## src/design/lsu_pkg.sv

```systemverilog
// ################################################
// data path fixed at one 32-bit word, four byte lanes
// ################################################
package lsu_pkg;

    // word width, byte-lane logic assumes four lanes
    localparam int DATA_W = 32;
    // one strobe bit per byte lane
    localparam int STRB_W = DATA_W / 8;

    // access size, same encoding as funct3[1:0]
    typedef enum logic [1:0] {
        SIZE_B = 2'd0,
        SIZE_H = 2'd1,
        SIZE_W = 2'd2
    } mem_size_e;

    // load view, is_store is clear
    typedef struct packed {
        logic      is_store;
        logic      is_unsigned;
        mem_size_e size;
    } load_op_t;

    // store view, is_store is set
    typedef struct packed {
        logic      is_store;
        // unused for stores, keeps the layout of the load view
        logic      rsvd;
        mem_size_e size;
    } store_op_t;

    // one 4-bit operation word
    // is_store sits in bit 3 in both views and picks the view
    typedef union packed {
        load_op_t  ld;
        store_op_t st;
    } lsu_op_u;

    // axi response code for a good transfer
    localparam logic [1:0] RESP_OKAY = 2'b00;

endpackage

```

## src/design/lsu_req_if.sv

```systemverilog
// ################################################
// fields are held from acceptance to writeback
// ################################################
interface lsu_req_if #(
    parameter int ADDR_W = 32
) ();
    import lsu_pkg::*;

    // byte address of the access
    logic [ADDR_W-1:0] addr;
    // raw store data, lane placement happens downstream
    logic [DATA_W-1:0] wdata;
    lsu_op_u           op;
    // destination register
    logic [4:0]        rd;

    // control side owns the latched request
    modport ctrl (output addr, wdata, op, rd);
    // datapath blocks only look at it
    modport dp (input addr, wdata, op, rd);

endinterface

```

## src/design/lsu_ctrl.sv

```systemverilog
// ################################################
// one transaction outstanding, no bursts or ids
// ################################################
module lsu_ctrl #(
    parameter int ADDR_W = 32
) (
    input  logic                        clk,
    input  logic                        rst,
    // request from execute
    input  logic                        req_valid_i,
    output logic                        req_ready_o,
    input  lsu_pkg::lsu_op_u            req_op_i,
    input  logic [ADDR_W-1:0]           req_addr_i,
    input  logic [lsu_pkg::DATA_W-1:0]  req_wdata_i,
    input  logic [4:0]                  req_rd_i,
    lsu_req_if.ctrl                     req,
    // extended load data from the datapath
    input  logic [lsu_pkg::DATA_W-1:0]  ld_data_i,
    // axi handshakes
    output logic                        ar_valid_o,
    input  logic                        ar_ready_i,
    input  logic [1:0]                  r_resp_i,
    input  logic                        r_valid_i,
    output logic                        r_ready_o,
    output logic                        aw_valid_o,
    input  logic                        aw_ready_i,
    output logic                        w_valid_o,
    input  logic                        w_ready_i,
    input  logic [1:0]                  b_resp_i,
    input  logic                        b_valid_i,
    output logic                        b_ready_o,
    // writeback record
    output logic                        wb_valid_o,
    input  logic                        wb_ready_i,
    output logic [4:0]                  wb_rd_o,
    output logic [lsu_pkg::DATA_W-1:0]  wb_data_o,
    output logic                        wb_we_o,
    output logic                        wb_err_o
);
    import lsu_pkg::*;

    typedef enum logic [2:0] {
        ST_IDLE,
        ST_ADDR,
        ST_RWAIT,
        ST_BWAIT,
        ST_RESP
    } state_e;

    state_e state;
    state_e state_nxt;
    // aw and w may finish in either order
    logic   aw_done;
    logic   w_done;
    logic   req_fire;
    logic   aw_fire;
    logic   w_fire;
    logic   r_fire;
    logic   b_fire;
    logic   is_store;

    assign is_store = req.op.st.is_store;

    // handshake strobes
    assign req_fire = req_valid_i & req_ready_o;
    assign aw_fire  = aw_valid_o & aw_ready_i;
    assign w_fire   = w_valid_o & w_ready_i;
    assign r_fire   = r_valid_i & r_ready_o;
    assign b_fire   = b_valid_i & b_ready_o;

    // outputs straight from state
    assign req_ready_o = (state == ST_IDLE);
    assign ar_valid_o  = (state == ST_ADDR) & ~is_store;
    assign aw_valid_o  = (state == ST_ADDR) & is_store & ~aw_done;
    assign w_valid_o   = (state == ST_ADDR) & is_store & ~w_done;
    assign r_ready_o   = (state == ST_RWAIT);
    assign b_ready_o   = (state == ST_BWAIT);
    assign wb_valid_o  = (state == ST_RESP);
    // rd is held until writeback is taken
    assign wb_rd_o     = req.rd;

    always_comb begin
        state_nxt = state;
        case (state)
            ST_IDLE: begin
                if (req_fire) state_nxt = ST_ADDR;
            end
            ST_ADDR: begin
                if (!is_store) begin
                    if (ar_ready_i) state_nxt = ST_RWAIT;
                end else if ((aw_done | aw_fire) & (w_done | w_fire)) begin
                    state_nxt = ST_BWAIT;
                end
            end
            ST_RWAIT: begin
                if (r_fire) state_nxt = ST_RESP;
            end
            ST_BWAIT: begin
                if (b_fire) state_nxt = ST_RESP;
            end
            ST_RESP: begin
                if (wb_ready_i) state_nxt = ST_IDLE;
            end
            default: state_nxt = ST_IDLE;
        endcase
    end

    always_ff @(posedge clk) begin
        if (rst) begin
            state   <= ST_IDLE;
            aw_done <= 1'b0;
            w_done  <= 1'b0;
        end else begin
            state <= state_nxt;
            // done flags start clear for every new request
            if (req_fire) begin
                aw_done <= 1'b0;
                w_done  <= 1'b0;
            end else begin
                if (aw_fire) aw_done <= 1'b1;
                if (w_fire) w_done <= 1'b1;
            end
        end
    end

    // request latch, feeds both datapath blocks
    always_ff @(posedge clk) begin
        if (req_fire) begin
            req.addr  <= req_addr_i;
            req.wdata <= req_wdata_i;
            req.op    <= req_op_i;
            req.rd    <= req_rd_i;
        end
    end

    // record captured on the last axi handshake
    always_ff @(posedge clk) begin
        if (r_fire) begin
            wb_err_o  <= (r_resp_i != RESP_OKAY);
            wb_we_o   <= (r_resp_i == RESP_OKAY);
            // errored loads return zero
            wb_data_o <= (r_resp_i == RESP_OKAY) ? ld_data_i : '0;
        end else if (b_fire) begin
            wb_err_o  <= (b_resp_i != RESP_OKAY);
            wb_we_o   <= 1'b0;
            wb_data_o <= '0;
        end
    end

endmodule

```

## src/design/lsu_store_align.sv

```systemverilog
// ################################################
// address must be naturally aligned for its size
// ################################################
module lsu_store_align #(
    parameter int ADDR_W = 32
) (
    lsu_req_if.dp                       req,
    output logic [ADDR_W-1:0]           aw_addr_o,
    output logic [lsu_pkg::DATA_W-1:0]  w_data_o,
    output logic [lsu_pkg::STRB_W-1:0]  w_strb_o
);
    import lsu_pkg::*;

    // low address bits pick the lane
    logic [1:0] lane;

    assign lane      = req.addr[1:0];
    // write address is the latched byte address
    assign aw_addr_o = req.addr;

    always_comb begin
        case (req.op.st.size)
            SIZE_B: begin
                // byte copied into every lane
                w_data_o = {STRB_W{req.wdata[7:0]}};
                w_strb_o = STRB_W'(1) << lane;
            end
            SIZE_H: begin
                // halfword copied into both halves
                w_data_o = {(STRB_W / 2){req.wdata[15:0]}};
                w_strb_o = STRB_W'(2'b11) << {lane[1], 1'b0};
            end
            default: begin
                // full word, all lanes
                w_data_o = req.wdata;
                w_strb_o = {STRB_W{1'b1}};
            end
        endcase
    end

endmodule

```

## src/design/lsu_load_extend.sv

```systemverilog
// ################################################
// aligned loads only, lane picked by addr[1:0]
// ################################################
module lsu_load_extend #(
    parameter int ADDR_W = 32
) (
    lsu_req_if.dp                       req,
    input  logic [lsu_pkg::DATA_W-1:0]  r_data_i,
    output logic [ADDR_W-1:0]           ar_addr_o,
    output logic [lsu_pkg::DATA_W-1:0]  ld_data_o
);
    import lsu_pkg::*;

    // read word with the addressed lane moved to bit 0
    logic [DATA_W-1:0] lane_word;
    logic              sign_bit;

    assign ar_addr_o = req.addr;

    always_comb begin
        lane_word = r_data_i >> {req.addr[1:0], 3'b000};
        sign_bit  = 1'b0;
        case (req.op.ld.size)
            SIZE_B: begin
                // lbu keeps the top bits clear
                sign_bit  = lane_word[7] & ~req.op.ld.is_unsigned;
                ld_data_o = {{(DATA_W - 8){sign_bit}}, lane_word[7:0]};
            end
            SIZE_H: begin
                sign_bit  = lane_word[15] & ~req.op.ld.is_unsigned;
                ld_data_o = {{(DATA_W - 16){sign_bit}}, lane_word[15:0]};
            end
            default: begin
                // lw, shift is zero for an aligned word
                ld_data_o = lane_word;
            end
        endcase
    end

endmodule

```

## src/design/lsu_top.sv

```systemverilog
// ################################################
// axi4-lite master, one access at a time, aligned only
// ################################################
module lsu_top #(
    parameter int ADDR_W = 32
) (
    input  logic                        clk,
    input  logic                        rst,
    // execute side
    input  logic                        req_valid_i,
    output logic                        req_ready_o,
    input  lsu_pkg::lsu_op_u            req_op_i,
    input  logic [ADDR_W-1:0]           req_addr_i,
    input  logic [lsu_pkg::DATA_W-1:0]  req_wdata_i,
    input  logic [4:0]                  req_rd_i,
    // read address and data
    output logic [ADDR_W-1:0]           ar_addr_o,
    output logic                        ar_valid_o,
    input  logic                        ar_ready_i,
    input  logic [lsu_pkg::DATA_W-1:0]  r_data_i,
    input  logic [1:0]                  r_resp_i,
    input  logic                        r_valid_i,
    output logic                        r_ready_o,
    // write address, data and response
    output logic [ADDR_W-1:0]           aw_addr_o,
    output logic                        aw_valid_o,
    input  logic                        aw_ready_i,
    output logic [lsu_pkg::DATA_W-1:0]  w_data_o,
    output logic [lsu_pkg::STRB_W-1:0]  w_strb_o,
    output logic                        w_valid_o,
    input  logic                        w_ready_i,
    input  logic [1:0]                  b_resp_i,
    input  logic                        b_valid_i,
    output logic                        b_ready_o,
    // register file side
    output logic                        wb_valid_o,
    input  logic                        wb_ready_i,
    output logic [4:0]                  wb_rd_o,
    output logic [lsu_pkg::DATA_W-1:0]  wb_data_o,
    output logic                        wb_we_o,
    output logic                        wb_err_o
);
    import lsu_pkg::*;

    // extended load data into the record
    logic [DATA_W-1:0] ld_data;

    lsu_req_if #(.ADDR_W(ADDR_W)) req_if ();

    lsu_ctrl #(.ADDR_W(ADDR_W)) u_ctrl (
        .clk         (clk),
        .rst         (rst),
        .req_valid_i (req_valid_i),
        .req_ready_o (req_ready_o),
        .req_op_i    (req_op_i),
        .req_addr_i  (req_addr_i),
        .req_wdata_i (req_wdata_i),
        .req_rd_i    (req_rd_i),
        .req         (req_if.ctrl),
        .ld_data_i   (ld_data),
        .ar_valid_o  (ar_valid_o),
        .ar_ready_i  (ar_ready_i),
        .r_resp_i    (r_resp_i),
        .r_valid_i   (r_valid_i),
        .r_ready_o   (r_ready_o),
        .aw_valid_o  (aw_valid_o),
        .aw_ready_i  (aw_ready_i),
        .w_valid_o   (w_valid_o),
        .w_ready_i   (w_ready_i),
        .b_resp_i    (b_resp_i),
        .b_valid_i   (b_valid_i),
        .b_ready_o   (b_ready_o),
        .wb_valid_o  (wb_valid_o),
        .wb_ready_i  (wb_ready_i),
        .wb_rd_o     (wb_rd_o),
        .wb_data_o   (wb_data_o),
        .wb_we_o     (wb_we_o),
        .wb_err_o    (wb_err_o)
    );

    lsu_store_align #(.ADDR_W(ADDR_W)) u_store_align (
        .req       (req_if.dp),
        .aw_addr_o (aw_addr_o),
        .w_data_o  (w_data_o),
        .w_strb_o  (w_strb_o)
    );

    lsu_load_extend #(.ADDR_W(ADDR_W)) u_load_extend (
        .req       (req_if.dp),
        .r_data_i  (r_data_i),
        .ar_addr_o (ar_addr_o),
        .ld_data_o (ld_data)
    );

endmodule

```

## config.mk

```make
export PLATFORM = sky130hd
export DESIGN_NAME = lsu_top
export DESIGN_NICKNAME = d
export VERILOG_FILES = /design/src/design/lsu_pkg.sv /design/src/design/lsu_req_if.sv /design/src/design/lsu_ctrl.sv /design/src/design/lsu_store_align.sv /design/src/design/lsu_load_extend.sv /design/src/design/lsu_top.sv
export SDC_FILE = /design/constraint.sdc
export NUM_CORES = 1
export LEC_CHECK = 0
export BUFFER_PORTS_ARGS = -buffer_cell sky130_fd_sc_hd__buf_2
export CORE_MARGIN = 5
export CORE_UTILIZATION = 49
export DETAILED_ROUTE_END_ITERATION = 10
export GPL_ROUTABILITY_DRIVEN = 0
export PLACE_DENSITY = 0.93
export SLEW_MARGIN = 20
export SYNTH_ARGS = -nofsm -noshare
export SYNTH_HDL_FRONTEND = slang
export SYNTH_SLANG_ARGS = --single-unit
```

## constraint.sdc

```tcl
create_clock -name clk -period 7.4 [get_ports clk]
set_clock_uncertainty 0.2 [all_clocks]
set_input_delay 2.22 -clock clk [delete_from_list [all_inputs] [get_ports clk]]
set_output_delay 2.22 -clock clk [all_outputs]
set_load 0.02 [all_outputs]
```

==> results.json, run 1 <==
{
  "hold_class": "reg2reg",
  "max-slew-margin-rel_pct": 29.21,
  "layout_common_cells": "buf_2 (263), edfxtp_1 (107), nand2_1 (53)",
  "setup_violations": 0,
  "rows": 37,
  "cts_made_buffers": 9,
  "crit_chain": "or2_2, nand2_1, nand2_1, buf_2",
  "initial_core_util_pct": 49.91,
  "setup_ws_ns": 2.704,
  "vdd_drop_max_v": 0.0001755,
  "root_buffer": "clkbuf_8",
  "final_common_cell": "buf_2",
  "cts_setup_buffers": 0,
  "cpMaxStageDelayCell": "edfxtp_1",
  "syn_avg_cell_area_um2": 12.99,
  "finalHoldViolations": 0,
  "synthTopCellsByArea": "edfxtp_1 (63%), buf_4 (6.0%), nand2_1 (3.9%), mux2i_1 (3.5%), mux2_2 (3.5%)",
  "dieArea_mm2": 0.01256,
  "layout-drive-gt1-share_pct": 50.98,
  "cpMostUsedCell": "nand2_1",
  "synthesis.area_mm2": 0.005106,
  "dp.cells": 734,
  "drv_slew": 0,
  "critical_path_class": "reg2out",
  "ios": 264,
  "antenna_found_initial": 1,
  "cts_hold_buffers": 0,
  "routed_via_density": 5.197,
  "period_minus_slack_ns": 4.696,
  "diodes": 0,
  "drt-total-wl_um": 14160,
  "grt_max_degree": 76,
  "final_cells": 750,
  "areaGrowthSynthToFinish_pct": 25.12,
  "grt_pass1_wl_um": 21500,
  "firstDrtPassIters": 5,
  "syn-num-nets": 511,
  "synth_cell_types": 34,
  "cts_buffer_depth": 2,
  "ant_nets": 0,
  "dr_total_vias": 3898,
  "yosys.area.top_type": "edfxtp_1",
  "max_freq_mhz": 212.9,
  "routedWlPerCell_um": 18.88,
  "synthCells": 393,
  "synth.top_cell.area_share_pct": 62.93,
  "fillers": 787,
  "period_share_pct": 63.46,
  "ctsResizeCount": 0,
  "critPathBufInv": 1,
  "die_height_um": 112.1,
  "fin_setup_tns_ns": 0,
  "critical-path-max-stage-delay_ns": 1.07,
  "rsz0062_at_grt": "false",
  "worstPathArrival_ns": 2.28,
  "ys_ff_latch": 112,
  "clk_latency_ns": 0.37,
  "path_delay_family": "flip-flops",
  "run_status": "finished clean",
  "io_buffers": 263,
  "drt_iter0_drc": 224,
  "path_clk_slew_ns": 0.10,
  "worst_pin_slew_ns": 1.062,
  "grt.overflow.total": 0,
  "cts_tree": "built",
  "track_usage_pct": 21.96,
  "pre_cts_ws_ns": 3.085,
  "core_area_mm2": 0.01023,
  "cts.htree.levels": 3,
  "endpoint_kind": "output port",
  "cp-start-kind": "flip-flop",
  "crit_fanout": 33,
  "cap_violations": 0,
  "die_width_um": 112.1,
  "p_leak_uw": 0.002736,
  "finalNetCount": 727,
  "cts_num_sinks": 112,
  "ff2ff_setup_slack_ns": 4.59,
  "yosysSeqAreaShare_pct": 64.89,
  "cp.required_ns": 4.98,
  "dpl.hpwl_um": 10990,
  "ys_warn_count": 0,
  "powerDensity_mw_per_mm2": 236.9,
  "grt_pass1_vias": 4069,
  "drc": 0
}
[sequential cells by signal (all words and copies together) (netlist names)]
| name | count |
|---|---|
| u_ctrl.w_done | 1 |
| u_ctrl.req.wdata | 32 |
| u_ctrl.wb_we_o | 1 |
| u_ctrl.req.rd | 5 |
| u_ctrl.req.op | 4 |
| u_ctrl.wb_err_o | 1 |
| u_ctrl.req.addr | 32 |
| u_ctrl.aw_done | 1 |
| u_ctrl.wb_data_o | 32 |
| u_ctrl.state | 3 |
[report_power, final]
group | internal, uW | switching (uW) | total [uW] | leakage [uW]
Sequential | 763 | 39.4 | 803 | 0.00105
Combinational | 124 | 241 | 365 | 0.00159
Clock | 131 | 215 | 346 | 0.0000961
Total | 1020 | 496 | 1510 | 0.00274
[cell type report]
class | instances | area [um^2] | share of cell area, %
Sequential cell | 112 | 3313 | 51.86
Multi-Input combinational cell | 215 | 1359 | 21.27
Timing Repair Buffer | 267 | 1346 | 21.07
Tap cell | 136 | 170.2 | 2.664
Clock buffer | 9 | 123.9 | 1.939
Clock inverter | 7 | 61.31 | 0.9597
Inverter | 4 | 15.01 | 0.2350
[cells in the mapped netlist]
master / instances
a211o_1: 1
a211oi_1: 15
a21boi_0: 1
a21boi_1: 1
a21oi_1: 17
a21oi_2: 10
a311o_2: 1
and2_1: 10
and2b_1: 4
buf_1: 2
buf_2: 8
buf_4: 41
buf_6: 4
clkbuf_1: 7
dfxtp_1: 5
edfxtp_1: 107
inv_1: 4
mux2_2: 16
mux2_4: 1
mux2i_1: 18
nand2_1: 53
nand4_1: 2
nand4b_1: 1
nor2_1: 17
nor2b_1: 11
nor3_1: 5
nor3b_1: 2
o211ai_1: 2
o21ai_0: 19
o21bai_1: 4
o22ai_1: 1
or2_2: 1
or4_1: 1
or4b_1: 1
[kinds of logic (layout without fill, tap and decap cells)]
kind of cell / count (synthesis) / after routing / synth area share, %
multiplexers: 35 / 35 / 7.351
flip-flops: 112 / 112 / 64.89
AND/OR/NAND/NOR: 108 / 108 / 9.973
AO/OA/AOI/OAI: 72 / 72 / 9.140
buffers and inverters: 66 / 287 / 8.650
[path summary, 6_finish.rpt]
kind,from,to,depth (start not counted)
max,u_ctrl.req.op[1],w_data_o[8],4
min,u_ctrl.aw_done,u_ctrl.aw_done,2
max reg2reg,u_ctrl.req.op[1],u_ctrl.wb_data_o[24],4
min reg2reg,u_ctrl.aw_done,u_ctrl.aw_done,2
[per-layer routing]
metal | routed length [um] | global-route usage (%)
met1 | 4716 | 22.52
met2 | 7791 | 41.12
met3 | 1183 | 6.199
met4 | 454 | 9.936
met5 | 11 | 0
[metrics by stage]
stage	power (uW)	util, %	cell area (um^2)	hold WS, ns
2_1_floorplan	1069	-	5106	0.2952
3_3_place_gp	1168	60.63	6203	0.3177
3_5_place_dp	1183	60.63	6203	0.3559
4_1_cts	1524	62.44	6389	0.3723
5_1_grt	1584	62.44	6389	0.4133
6_report	1513	62.44	6389	0.3629
[worst reg2reg max path, delay by kind of cell, from the launching register on]
kind             cells  cell delay (ns)
AO/OA/AOI/OAI        1             0.16
flip-flops           1             1.07
AND/OR/NAND/NOR      3             1.23
No activity file was read; power rests on OpenSTA's default activity.
==> run 2: changes to the inputs <==
CORE_UTILIZATION = 46   (was 49)
PLACE_DENSITY = 0.88   (was 0.93)
clock period = 4.7 ns   (was 7.4 ns; I/O delays follow)
==> run 2 against run 1 <==
Register-to-register slack lost 2.4 ns. Global-route usage decreased by 1.4 points. Setup slack got worse by 1.8 ns. Highest routed layer unchanged.
==> results.json, run 2 (same netlist as run 1, synthesis figures left out) <==
{
  "run_status": "finished clean",
  "dpl_cell_area_mm2": 0.006223,
  "drc": 0,
  "powerDensity_mw_per_mm2": 381.6,
  "switchingPower_uw": 757.8,
  "clk_latency_ns": 0.36,
  "diodes": 0,
  "die_height_um": 115.4,
  "pwr-share-comb_pct": 23.7,
  "ff2ff_setup_slack_ns": 2.22,
  "max_freq_mhz": 263.2,
  "clkPwrFrac_pct": 25.3,
  "startpoint": "u_ctrl.req.op[1]",
  "cpMaxStageDelayCell": "nor2_1",
  "fin_setup_tns_ns": 0,
  "max-slew-margin-rel_pct": 35.07,
  "finalHoldViolations": 0,
  "path_clk_slew_ns": 0.10,
  "met1Wirelength_um": 4635,
  "die_width_um": 115.4,
  "dr.max_layer_used": "met5",
  "dp.cells": 740,
  "grt_pass1_vias": 3979,
  "dieArea_mm2": 0.01331,
  "initial_core_util_pct": 47.10,
  "fillers": 872,
  "p_int_uw": 1700,
  "grt.overflow.total": 0,
  "holdCritStartpoint": "u_ctrl.aw_done",
  "cap_violations": 0,
  "final_common_cell": "buf_2",
  "power_frac_seq_pct": 51.0,
  "io_buffers": 263,
  "layout-drive-gt1-share_pct": 51.22,
  "cts_setup_buffers": 0,
  "cp.required_ns": 3.09,
  "cp-start-kind": "flip-flop",
  "routed_via_density": 5.057,
  "hold_class": "reg2reg",
  "layout_common_cells": "buf_2 (263), edfxtp_1 (107), nand2_1 (53)",
  "dpl.hpwl_um": 10930,
  "critical_path_class": "reg2out",
  "cts_buffer_depth": 2,
  "cts_num_sinks": 112,
  "critical-path-max-stage-delay_ns": 0.62,
  "dr_total_vias": 3818,
  "ctsResizeCount": 0,
  "cts.htree.levels": 3,
  "p_sw_share_pct": 30.84,
  "root_buffer": "clkbuf_8",
  "reg2reg_from": "u_ctrl.req.op[1]",
  "track_usage_pct": 20.52,
  "areaGrowthSynthToFinish_pct": 26.12,
  "crit_chain": "buf_4, nor2_1, nand2_1, nand2_1, buf_2",
  "setup_violations": 0,
  "worst_pin_slew_ns": 0.9739,
  "period_minus_slack_ns": 3.799,
  "core_area_mm2": 0.01084,
  "firstDrtPassIters": 4,
  "worstPathArrival_ns": 2.19,
  "drv_slew": 0,
  "crit_fanout": 27,
  "grt_pass1_wl_um": 20660,
  "period_share_pct": 80.83,
  "p_leak_uw": 0.002757,
  "final_cells": 755,
  "rows": 38,
  "wl_met3_um": 1219,
  "finalNetCount": 729,
  "vdd_drop_max_v": 0.0002256,
  "routedWlPerCell_um": 18.31,
  "wl_met2_um": 7558,
  "antenna_found_initial": 1,
  "cts_hold_buffers": 0,
  "cpMostUsedCell": "nand2_1",
  "reg.largest.list": "u_ctrl.req.addr (32), u_ctrl.req.wdata (32), u_ctrl.wb_data_o (32)",
  "ios": 264,
  "critPathBufInv": 2,
  "rsz0062_at_grt": "false",
  "cts_tree": "built",
  "drt-total-wl_um": 13820,
  "cts_made_buffers": 9,
  "final_cell_area_mm2": 0.006440,
  "ant_nets": 0,
  "grt_max_degree": 76,
  "endpoint_kind": "output port",
  "path_delay_family": "simple AND/OR/NAND/NOR gates",
  "drt_iter0_drc": 249
}
## run 2: routing by layer
layer / GRT usage, % / vias to the layer above
met1: 21.95 / 1767
met4: 8.842 / 2
met2: 38.23 / 211
met5: 0 / -
met3: 4.947 / 28
li1: - / 1810
## run 2: cell type report
class                           instances  area (um^2)  share of cell area [%]
Clock buffer                            9        123.9                   1.923
Clock inverter                          6        92.59                   1.438
Inverter                                4        15.01                  0.2331
Multi-Input combinational cell        215         1359                   21.10
Sequential cell                       112         3313                   51.45
Tap cell                              140        175.2                   2.720
Timing Repair Buffer                  269         1361                   21.14
## run 2: worst paths after layout
check / to / cells after the start
worst min-delay path: u_ctrl.aw_done / 2
worst max register to register: u_ctrl.wb_data_o[30] / 5
worst min register to register: u_ctrl.aw_done / 2
worst max-delay path: w_data_o[15] / 5
## run 2: worst reg2reg max path: cells and delay by family, from the launching register on
family	cells	cell delay, ns
compound gates	1	0.15
buf+inv	1	0.32
flops	1	0.49
simple gates	3	1.18
## run 2: stage by stage
step / utilization (%) / setup WS [ns] / hold slack [ns] / power, uW
after CTS: 59.41 / 0.8528 / 0.3505 / 2481
after global routing: 59.41 / 0.7570 / 0.3907 / 2570
after detailed placement: 57.41 / 1.277 / 0.3313 / 1863
after global placement: 57.41 / 1.377 / 0.3185 / 1847
final: 59.41 / 0.9012 / 0.3515 / 2457
after floorplan: - / 0.1785 / 0.2952 / 1683
## run 2: power by group through the flow
stage / registers (uW) / clock network, uW / logic (uW)
3_3_place_gp: 1270 / 0 / 575
4_1_cts: 1250 / 638 / 589
6_report: 1250 / 621 / 584
5_1_grt: 1260 / 680 / 626
3_5_place_dp: 1280 / 0 / 587
2_1_floorplan: 1320 / 0 / 364
==> run 3: changes to the inputs <==
clock period = 3.72 ns   (was 4.7 ns; I/O delays follow)
==> run 3 against run 2 <==
Sequential cell count did not move. Final cell count rose by 0.26%. Setup slack got worse by 0.41 ns. Count of clock-buffer cells in the layout did not move. Non-clock buffer count rose by 1. Largest power group unchanged. Sequential share of layout area fell by 0.11 points. Critical path depth fell by 1. Sequential power rose by 26%.
==> results.json, run 3 (same netlist as run 1, synthesis figures left out) <==
{
  "worst_pin_slew_ns": 0.6273,
  "endpoint_kind": "output port",
  "ctsResizeCount": 0,
  "cts_setup_buffers": 0,
  "routedWlPerCell_um": 18.81,
  "rows": 38,
  "holdCritStartpoint": "u_ctrl.w_done",
  "r2r_cells": 5,
  "dpl.hpwl_um": 11280,
  "io_buffers": 263,
  "critical-path-max-stage-delay_ns": 0.60,
  "grt.overflow.total": 0,
  "diodes": 0,
  "reg.largest.list": "u_ctrl.req.addr (32), u_ctrl.req.wdata (32), u_ctrl.wb_data_o (32)",
  "cp-start-kind": "flip-flop",
  "hold_ws_ns": 0.3532,
  "grt_pass1_wl_um": 20910,
  "drv_slew": 0,
  "cts.htree.levels": 3,
  "dieArea_mm2": 0.01331,
  "grt_pass1_vias": 4047,
  "clk_latency_ns": 0.37,
  "areaGrowthSynthToFinish_pct": 26.39,
  "die_width_um": 115.4,
  "cap_violations": 0,
  "cts_num_sinks": 112,
  "cts_buffer_depth": 2,
  "timing.rr.end": "u_ctrl.wb_data_o[29]",
  "worstPathArrival_ns": 1.91,
  "cpMaxStageDelayCell": "edfxtp_1",
  "rsz0062_at_grt": "false",
  "fillers": 879,
  "max_freq_mhz": 310.0,
  "setup_ws_ns": 0.4939,
  "cts_made_buffers": 9,
  "dr_total_vias": 3899,
  "cpMostUsedCell": "nand2_1",
  "final_cell_area_mm2": 0.006454,
  "vdd_drop_max_v": 0.0004455,
  "reg2reg_from": "u_ctrl.req.op[1]",
  "run_status": "finished clean",
  "period_share_pct": 86.72,
  "critical_path_class": "reg2out",
  "layout-drive-gt1-share_pct": 51.38,
  "fin_setup_tns_ns": 0,
  "dpl_cell_area_mm2": 0.006250,
  "multi_input_area_mm2": 0.001365,
  "seqCellArea_mm2": 0.003313,
  "ff2ff_setup_slack_ns": 1.07,
  "finalNetCount": 730,
  "drt_iter0_drc": 259,
  "die_height_um": 115.4,
  "routed_via_density": 5.151,
  "track_usage_pct": 20.82,
  "setup_violations": 0,
  "layout_common_cells": "buf_2 (263), edfxtp_1 (107), nand2_1 (53)",
  "final_common_cell": "buf_2",
  "finalHoldViolations": 0,
  "drc": 0,
  "core_area_mm2": 0.01084,
  "ios": 264,
  "powerDensity_mw_per_mm2": 475.6,
  "min_path_cells": 2,
  "holdPathEnd": "u_ctrl.w_done",
  "initial_core_util_pct": 47.10,
  "cts_hold_buffers": 0,
  "root_buffer": "clkbuf_8",
  "p_leak_uw": 0.002761,
  "pre_cts_ws_ns": 0.9104,
  "firstDrtPassIters": 4,
  "ant_nets": 0,
  "hold_class": "reg2reg",
  "period_minus_slack_ns": 3.226,
  "cp.required_ns": 2.40,
  "cts_tree": "built",
  "drt-total-wl_um": 14240,
  "crit_fanout": 16,
  "crit_chain": "nor2_1, nand2_1, nand2_1, buf_2",
  "path_clk_slew_ns": 0.11,
  "antenna_found_initial": 0,
  "grt_max_degree": 76,
  "max-slew-margin-rel_pct": 58.03
}
-- run 3: through the flow --
step / utilization, % / power (uW) / instances
after floorplan: - / 2127 / 393
after CTS: 59.53 / 3099 / 757
after global routing: 59.53 / 3214 / 757
after global placement: 57.65 / 2344 / 741
final: 59.53 / 3069 / 757
after detailed placement: 57.65 / 2366 / 741
-- run 3: where the power goes --
part	switching (uW)	total [uW]	internal [uW]
clock network	419	739	320
registers	66.9	1580	1520
logic	491	747	256
-- run 3: metal layers --
metal,up-vias,track usage [%],wire length (um)
met2,219,39.00,7656
met3,29,6.158,1325
met4,0,7.981,467
met1,1831,21.76,4789
li1,1820,-,-
met5,-,0,0
-- run 3: worst max-delay path by stage --
stage | startpoint | endpoint | slack [ns] | cells after the start
global placement | u_ctrl.req.op[1] | w_data_o[10] | 0.96 | 4
CTS | u_ctrl.req.op[1] | w_data_o[10] | 0.48 | 4
global route | u_ctrl.req.op[1] | w_data_o[10] | 0.33 | 4
floorplan | req_valid_i | u_ctrl.req.addr[0] | 0.22 | 1
finish | u_ctrl.req.op[1] | w_data_o[10] | 0.49 | 4
detailed placement | u_ctrl.req.op[1] | w_data_o[10] | 0.91 | 4
-- run 3: area by class of cell --
class                   instances  area share [%]
clock buffers                   9           1.919
clock inverters                 7           1.241
inverters                       4          0.2326
multi-input cells             215           21.15
flip-flops and latches        112           51.34
well taps                     140           2.714
repair buffers                270           21.40
-- run 3: critical path: cells and delay by family (launching register included) --
family,cells,cell delay (ns)
simple gates,3,0.76
flops,1,0.60
buf+inv,1,0.18
